**config.mk**
```make
export PLATFORM = sky130hd
export DESIGN_NAME = exec_cluster
export DESIGN_NICKNAME = d
export VERILOG_FILES = /design/src/hdl/rv32i_types.sv /design/src/hdl/alu_station.sv /design/src/hdl/alu.sv /design/src/hdl/cdb_arbiter.sv /design/src/hdl/exec_cluster.sv
export SDC_FILE = /design/constraint.sdc
export NUM_CORES = 1
export LEC_CHECK = 0
export ABC_AREA = 1
export BUFFER_PORTS_ARGS = -buffer_cell sky130_fd_sc_hd__buf_4
export CAP_MARGIN = 20
export CORE_ASPECT_RATIO = 0.8
export CORE_UTILIZATION = 47
export DETAILED_ROUTE_END_ITERATION = 6
export PLACE_DENSITY = 0.62
export SYNTH_ARGS = -nofsm -noshare
export SYNTH_HDL_FRONTEND = slang
export SYNTH_SLANG_ARGS = --single-unit
```
**constraint.sdc**
```tcl
create_clock -name clk -period 12.1 [get_ports clk]
set_input_delay 1.21 -clock clk [delete_from_list [all_inputs] [get_ports clk]]
set_output_delay 1.21 -clock clk [all_outputs]
set_load 0.01 [all_outputs]
```
**src/hdl/rv32i_types.sv**
```systemverilog
package rv32i_types;

    // #########################################################################
    // basic words
    // #########################################################################

    typedef logic [31:0] word_t;
    typedef logic [3:0]  tag_t;    // reorder buffer index.

    localparam int default_station_depth = 4;

    // #########################################################################
    // operation classes and alu codes
    // #########################################################################

    // class set by decode, picks the alu operands.
    typedef enum logic [2:0] {
        ARITH,
        ARITH_IMM,
        AUIPC,
        JAL,
        JALR,
        BRANCH
    } op_t;

    // funct3 order; sub and sra ride on funct7 bit 5.
    typedef enum logic [2:0] {
        alu_add  = 3'b000,
        alu_sll  = 3'b001,
        alu_slt  = 3'b010,
        alu_sltu = 3'b011,
        alu_xor  = 3'b100,
        alu_srl  = 3'b101,
        alu_or   = 3'b110,
        alu_and  = 3'b111
    } alu_ops;

    // #########################################################################
    // payload structs
    // #########################################################################

    // value when valid, else waiting on tag.
    typedef struct packed {
        logic  valid;
        tag_t  tag;
        word_t data;
    } operand_t;

    typedef struct packed {
        op_t        op;
        operand_t   src1;
        operand_t   src2;
        word_t      imm;
        word_t      pc;
        logic [2:0] funct3;
        logic [6:0] funct7;
        tag_t       dest;
    } issue_t;

    // operands already resolved.
    typedef struct packed {
        op_t        op;
        word_t      src1;
        word_t      src2;
        word_t      imm;
        word_t      pc;
        logic [2:0] funct3;
        logic [6:0] funct7;
        tag_t       dest;
    } alu_req_t;

    typedef struct packed {
        tag_t  tag;
        word_t data;
    } cdb_t;

endpackage

```
**src/hdl/alu_station.sv**
```systemverilog
`timescale 1ns/1ps

module alu_station #(
    parameter int depth = rv32i_types::default_station_depth
) (
    input  logic                   clk,
    input  logic                   reset,
    input  logic                   issue_valid,
    output logic                   issue_ready,
    input  rv32i_types::issue_t    issue,
    input  logic                   cdb_valid,
    input  rv32i_types::cdb_t      cdb,
    output logic                   disp_valid,
    input  logic                   disp_ready,
    output rv32i_types::alu_req_t  disp
);
    import rv32i_types::*;

    localparam int iw = (depth > 1) ? $clog2(depth) : 1;

    typedef logic [iw-1:0] slot_t;

    issue_t            entry [depth];
    slot_t             age   [depth];    // number of younger busy entries.
    logic [depth-1:0]  busy;
    logic [depth-1:0]  rdy;

    slot_t  free_idx;
    slot_t  search_idx;
    logic   search_found;
    slot_t  sel_idx;
    slot_t  hold_idx;
    logic   hold_valid;
    logic   do_issue;
    logic   do_disp;
    issue_t issue_snooped;

    // capture a pending operand whose tag is on the cdb.
    function automatic operand_t snoop(operand_t o, logic v, cdb_t c);
        operand_t r;
        r = o;
        if (!o.valid && v && (o.tag == c.tag)) begin
            r.valid = 1'b1;
            r.data  = c.data;
        end
        return r;
    endfunction

    assign issue_ready = !(&busy);
    assign do_issue    = issue_valid && issue_ready;
    assign do_disp     = disp_valid && disp_ready;

    always_comb begin
        issue_snooped      = issue;
        issue_snooped.src1 = snoop(issue.src1, cdb_valid, cdb);    // same-cycle wakeup.
        issue_snooped.src2 = snoop(issue.src2, cdb_valid, cdb);
    end

    // #########################################################################
    // slot selection
    // #########################################################################

    always_comb begin
        free_idx = '0;
        for (int i = depth - 1; i >= 0; i--) begin
            if (!busy[i]) begin
                free_idx = slot_t'(i);
            end
        end
    end

    always_comb begin
        search_found = 1'b0;
        search_idx   = '0;
        for (int i = 0; i < depth; i++) begin
            rdy[i] = busy[i] && entry[i].src1.valid && entry[i].src2.valid;
            if (rdy[i] && (!search_found || age[i] > age[search_idx])) begin
                search_found = 1'b1;
                search_idx   = slot_t'(i);
            end
        end
    end

    // a stalled dispatch keeps its slot, so an older wakeup cannot cut in.
    assign sel_idx    = hold_valid ? hold_idx : search_idx;
    assign disp_valid = hold_valid || search_found;

    always_comb begin
        disp.op     = entry[sel_idx].op;
        disp.src1   = entry[sel_idx].src1.data;
        disp.src2   = entry[sel_idx].src2.data;
        disp.imm    = entry[sel_idx].imm;
        disp.pc     = entry[sel_idx].pc;
        disp.funct3 = entry[sel_idx].funct3;
        disp.funct7 = entry[sel_idx].funct7;
        disp.dest   = entry[sel_idx].dest;
    end

    // #########################################################################
    // state
    // #########################################################################

    always_ff @(posedge clk) begin
        if (reset) begin
            busy       <= '0;
            hold_valid <= 1'b0;
            hold_idx   <= '0;
            for (int i = 0; i < depth; i++) begin
                age[i] <= '0;
            end
        end else begin
            hold_valid <= disp_valid && !disp_ready;
            hold_idx   <= sel_idx;
            for (int i = 0; i < depth; i++) begin
                if (do_disp && (sel_idx == slot_t'(i))) begin
                    busy[i] <= 1'b0;
                end else if (busy[i]) begin
                    age[i] <= age[i] + slot_t'(do_issue)
                            - slot_t'(do_disp && (age[i] > age[sel_idx]));
                end
            end
            if (do_issue) begin
                busy[free_idx] <= 1'b1;
                age[free_idx]  <= '0;    // youngest.
            end
        end
    end

    always_ff @(posedge clk) begin
        for (int i = 0; i < depth; i++) begin
            if (busy[i]) begin
                entry[i].src1 <= snoop(entry[i].src1, cdb_valid, cdb);
                entry[i].src2 <= snoop(entry[i].src2, cdb_valid, cdb);
            end
        end
        if (do_issue) begin
            entry[free_idx] <= issue_snooped;
        end
    end

endmodule

```
**src/hdl/alu.sv**
```systemverilog
`timescale 1ns/1ps

module alu (
    input  logic                   clk,
    input  logic                   reset,
    input  logic                   disp_valid,
    output logic                   disp_ready,
    input  rv32i_types::alu_req_t  disp,
    output logic                   alu_valid,
    input  logic                   alu_ready,
    output rv32i_types::cdb_t      alu_result
);
    import rv32i_types::*;

    word_t  a;
    word_t  b;
    alu_ops aluop;
    logic   alt;       // sub or sra.
    word_t  result;

    // empty, or being drained this cycle.
    assign disp_ready = !alu_valid || alu_ready;

    always_comb begin
        a     = disp.pc;
        b     = disp.imm;
        aluop = alu_add;
        alt   = 1'b0;
        case (disp.op)
            ARITH: begin
                a     = disp.src1;
                b     = disp.src2;
                aluop = alu_ops'(disp.funct3);
                alt   = disp.funct7[5] && (aluop == alu_add || aluop == alu_srl);
            end
            ARITH_IMM: begin
                a     = disp.src1;
                aluop = alu_ops'(disp.funct3);
                alt   = disp.funct7[5] && (aluop == alu_srl);    // no subi.
            end
            JAL, JALR: begin
                b = 32'd4;    // link value.
            end
            default: ;        // auipc, branch take pc + imm.
        endcase
    end

    always_comb begin
        unique case (aluop)
            alu_add:  result = alt ? a - b : a + b;
            alu_sll:  result = a << b[4:0];
            alu_slt:  result = {31'b0, $signed(a) < $signed(b)};
            alu_sltu: result = {31'b0, a < b};
            alu_xor:  result = a ^ b;
            alu_srl:  result = alt ? word_t'($signed(a) >>> b[4:0]) : a >> b[4:0];
            alu_or:   result = a | b;
            alu_and:  result = a & b;
        endcase
    end

    // #########################################################################
    // output register
    // #########################################################################

    always_ff @(posedge clk) begin
        if (reset) begin
            alu_valid <= 1'b0;
        end else if (disp_valid && disp_ready) begin
            alu_valid <= 1'b1;
        end else if (alu_ready) begin
            alu_valid <= 1'b0;
        end
    end

    always_ff @(posedge clk) begin
        if (disp_valid && disp_ready) begin
            alu_result.tag  <= disp.dest;
            alu_result.data <= result;
        end
    end

endmodule

```
**src/hdl/cdb_arbiter.sv**
```systemverilog
`timescale 1ns/1ps

module cdb_arbiter (
    input  logic               clk,
    input  logic               reset,
    input  logic               alu_valid,
    output logic               alu_ready,
    input  rv32i_types::cdb_t  alu_result,
    input  logic               ext_valid,
    output logic               ext_ready,
    input  rv32i_types::cdb_t  ext_result,
    output logic               cdb_valid,
    output rv32i_types::cdb_t  cdb
);
    import rv32i_types::*;

    logic last_ext;    // external port won the last grant.
    logic grant_alu;
    logic grant_ext;

    // #########################################################################
    // grant
    // #########################################################################

    // alternate when both ask.
    always_comb begin
        grant_ext = ext_valid && (!alu_valid || !last_ext);
        grant_alu = alu_valid && !grant_ext;
    end

    // the cdb never stalls, so a grant is a transfer.
    assign alu_ready = grant_alu;
    assign ext_ready = grant_ext;

    always_ff @(posedge clk) begin
        if (reset) begin
            last_ext <= 1'b0;
        end else if (grant_alu || grant_ext) begin
            last_ext <= grant_ext;
        end
    end

    // #########################################################################
    // broadcast register
    // #########################################################################

    always_ff @(posedge clk) begin
        if (reset) begin
            cdb_valid <= 1'b0;
        end else begin
            cdb_valid <= grant_alu || grant_ext;    // one cycle per grant.
        end
    end

    always_ff @(posedge clk) begin
        if (grant_ext) begin
            cdb <= ext_result;
        end else if (grant_alu) begin
            cdb <= alu_result;
        end
    end

endmodule

```
**src/hdl/exec_cluster.sv**
```systemverilog
`timescale 1ns/1ps

module exec_cluster #(
    parameter int station_depth = rv32i_types::default_station_depth
) (
    input  logic                 clk,
    input  logic                 reset,
    input  logic                 issue_valid,
    output logic                 issue_ready,
    input  rv32i_types::issue_t  issue,
    input  logic                 ext_valid,
    output logic                 ext_ready,
    input  rv32i_types::cdb_t    ext_result,
    output logic                 cdb_valid,
    output rv32i_types::cdb_t    cdb
);
    import rv32i_types::*;

    logic     disp_valid;
    logic     disp_ready;
    alu_req_t disp;
    logic     alu_valid;
    logic     alu_ready;
    cdb_t     alu_result;

    // station wakes up from the same bus it drives out.
    alu_station #(
        .depth (station_depth)
    ) u_station (
        .clk         (clk),
        .reset       (reset),
        .issue_valid (issue_valid),
        .issue_ready (issue_ready),
        .issue       (issue),
        .cdb_valid   (cdb_valid),
        .cdb         (cdb),
        .disp_valid  (disp_valid),
        .disp_ready  (disp_ready),
        .disp        (disp)
    );

    alu u_alu (
        .clk        (clk),
        .reset      (reset),
        .disp_valid (disp_valid),
        .disp_ready (disp_ready),
        .disp       (disp),
        .alu_valid  (alu_valid),
        .alu_ready  (alu_ready),
        .alu_result (alu_result)
    );

    cdb_arbiter u_arbiter (
        .clk        (clk),
        .reset      (reset),
        .alu_valid  (alu_valid),
        .alu_ready  (alu_ready),
        .alu_result (alu_result),
        .ext_valid  (ext_valid),
        .ext_ready  (ext_ready),
        .ext_result (ext_result),
        .cdb_valid  (cdb_valid),
        .cdb        (cdb)
    );

endmodule

```
==> flow_summary.yaml <==
status:
  status: "finished, final reports clean"
grt:
  grt_pass1_vias: 29575
  grt_pass1_wl_um: 206000
  grt.total_usage: 0.346
  grt_overflow: 0
  grt_antenna_before_repair: 2
  grt_max_degree: 104
drt:
  met1_length_um: 61500
  post-route-drc-count: 0
  wl_um: 144000
  drtIter0Drc: 4838
  wl_met2_um: 59100
  wl_met3_um: 17800
  wl_per_cell_um: 26.9
  vias_per_cell: 6.09
  vias: 32568
  ant_nets: 0
  routed.top_layer: "met5"
  first_pass_iters: 6
critical_path:
  crit_type: "reg -> reg"
  rrSetupSlack_ns: 2.79
  ff2ff_path_depth: 53
  cp.required_ns: 12.60
  endpoint_kind: "flop"
  cp_slowest_cell: "a211oi_1"
  crit_path_start_kind: "flop"
  worstReg2RegStart: "u_station.age[0][1]$_SDFFE_PP0P_"
  worst-path-max-fanout: 62
  critPathMostFrequentCell: "nand2_1"
  worstReg2RegEnd: "u_alu.alu_result[0]$_DFFE_PP_"
  arrival_ns: 9.81
  cp_slowest_stage_delay_ns: 0.62
layout:
  area_delta_synth_final_pct: 12.5
  fill_cells: 7198
  drive_gt1_frac: 0.118
  multi_input_area_um2: 15500
  area.sequential_um2: 20400
  num_antenna_cells: 0
  fin_nets: 4574
  final_cell_count_no_fill: 5345
timing:
  holdWs_ns: 0.463
  fin_crit_ns: 9.31
  maxSlewHeadroom: 0.219
  hold_viol: 0
  tightest_slew_ns: 1.17
  skew_ns: 0.0423
  finalMaxSlewViolations: 0
  fin_crit_sh: 0.770
  fmax_mhz: 107
  tns_ns: 0
  rsz0062_at_grt: "false"
  setup_violations: 0
clock_network:
  cts-root-buf: "clkbuf_16"
  ctsResizeCount: 0
  cts_buffers: 72
  cts_buffer_depth: 3
  clock_latency_ns: 0.65
  hold_buffers: 0
  postCtsSetupBuffers: 0
  path_clk_slew_ns: 0.07
  htreeDepth: 3
  cts_tree: "yes"
  cts_sinks: 686
logic_synthesis:
  ys_types: 60
  synth_area_um2: 37800
  yosysWarnings: 0
  yosysMostFrequentCell: "nand2_1"
  syn-num-nets: 4442
  synth_top_family_by_area: "simple AND/OR/NAND/NOR gates"
  async_reset_ff_frac: 0
  postSynthCellCount: 4126
  ys_dominant_reg_cell: "edfxtp_1"
  ys_ff_latch: 686
  muxShareOfSynthArea: 0.0172
  synth_xor_area_frac: 0.00648
  synth_edf_count: 668
  yosysSeqAreaShare: 0.540
  avgSynthCellArea_um2: 9.17
  synth_top_area_cell: "edfxtp_1"
  synth-adder-area-share: 0.0404
  synth_compound_area_frac: 0.134
  synth_commonest_cells: "nand2_1 (1030), edfxtp_1 (668), nand3_1 (407), o21ai_0 (399), nor2_1 (286)"
  synth_top_area_frac: 0.530
  synthTopCellsByArea: "edfxtp_1 (53%), nand2_1 (10%), nand3_1 (5.4%)"
  yosys.area_share.simple: 0.208
place:
  gp_congestion: 1.03
  numPortBuffers: 227
  placed_cells: 5218
  hpwlAfterDp_um: 99600
die:
  initial_core_util: 0.478
  design.die.area_um2: 81700
  rows: 92
  coreArea_um2: 79200
  die_h_um: 256
  ios: 234
  die_w_um: 319
hold_path:
  hold_path_startpoint: "u_arbiter.last_ext$_SDFFE_PP0P_"
  holdPathEnd: "u_arbiter.last_ext$_SDFFE_PP0P_"
  hold_class: "reg -> reg"
  min_path_cells: 1
power_and_ir_drop:
  p_leak_nw: 17.6
  p_per_area_nw_per_um2: 162
  ir_drop_v: 0.000136
flow_run:
  maxCapViolCount: 0
==> worst max path at each step <==
stage | end | slack [ns] | startpoint
floorplan | u_station.entry[3][115]$_DFFE_PP_ | 2.44 | issue_valid
global placement | u_alu.alu_result[30]$_DFFE_PP_ | 2.94 | u_station.age[0][1]$_SDFFE_PP0P_
detailed placement | u_alu.alu_result[30]$_DFFE_PP_ | 3.00 | u_station.age[0][1]$_SDFFE_PP0P_
CTS | u_alu.alu_result[30]$_DFFE_PP_ | 2.98 | u_station.age[0][1]$_SDFFE_PP0P_
global route | u_alu.alu_result[0]$_DFFE_PP_ | 2.03 | u_station.age[0][1]$_SDFFE_PP0P_
finish | u_alu.alu_result[0]$_DFFE_PP_ | 2.79 | u_station.age[0][1]$_SDFFE_PP0P_
==> where the power goes <==
| group | total, mW | switching (mW) | internal [mW] | leakage, nW |
|---|---|---|---|---|
| Combinational | 1.90 | 1.36 | 0.539 | 10.2 |
| Clock | 2.14 | 0.957 | 1.18 | 1.08 |
| Sequential | 2.86 | 0.0726 | 2.79 | 6.33 |
==> cells by family after synthesis <==
family | after synthesis
simple gates | 1845
compound gates | 888
flops | 686
buf+inv | 493
fa+ha+maj | 121
mux | 65
xor+xnor | 28
==> worst max-delay path, delay by kind of cell, from the launching register on <==
kind / cells / cell delay, ns
and+or+nand+nor: 32 / 3.67
AOI/OAI and AO/OA: 11 / 2.29
adders and majority gates: 4 / 1.26
buffers and inverters: 6 / 1.49
DFF: 1 / 0.38
==> metal layers <==
metal  vias up  GRT usage
met5         -          0
met1     15555      0.519
met3       228     0.0786
met2      1999      0.486
met4         2      0.120
li1      14784          -
==> cells in the final DEF, fill, tap and decap left out, types with 15 or more instances in the layout <==
cell type,n
inv_1,246
o211ai_1,24
a21oi_1,168
a22oi_1,56
edfxtp_1,668
o21ai_0,392
nand4_1,17
inv_2,22
xor2_1,26
clkbuf_16,73
a211oi_1,15
dfxtp_1,18
nand3_1,405
buf_4,279
clkinv_1,17
a31oi_1,28
o22ai_1,91
nand2_2,21
nor2_1,283
or2_2,33
ha_1,119
o21ai_1,43
mux2i_1,65
nand2_1,1025
==> cell type report <==
class,instances,share of cell area
Multi-Input combinational cell,2947,0.365
Sequential cell,686,0.480
Timing Repair Buffer,279,0.0492
Clock inverter,42,0.00758
Tap cell,1034,0.0304
Inverter,272,0.0241
Clock buffer,85,0.0442
==> through the flow <==
stage	instance area [µm²]	utilization	setup slack (ns)	power [mW]
6_report	42600	0.538	2.79	6.90
5_1_grt	42600	0.538	2.03	7.16
4_1_cts	42600	0.538	2.98	6.84
3_5_place_dp	40400	0.510	3.00	4.73
3_3_place_gp	40400	0.510	2.94	4.72
2_1_floorplan	37800	-	2.44	4.06
==> state kept, by name, indices dropped and copies added (netlist names) <==
register	cells
u_station.age	8
u_alu.alu_result	36
u_arbiter.cdb	36
u_arbiter.cdb_valid	1
u_station.entry	596
u_station.busy	4
u_alu.alu_valid	1
u_station.hold_valid	1
u_station.hold_idx	2
u_arbiter.last_ext	1
Power figures use the tool's default switching activity.
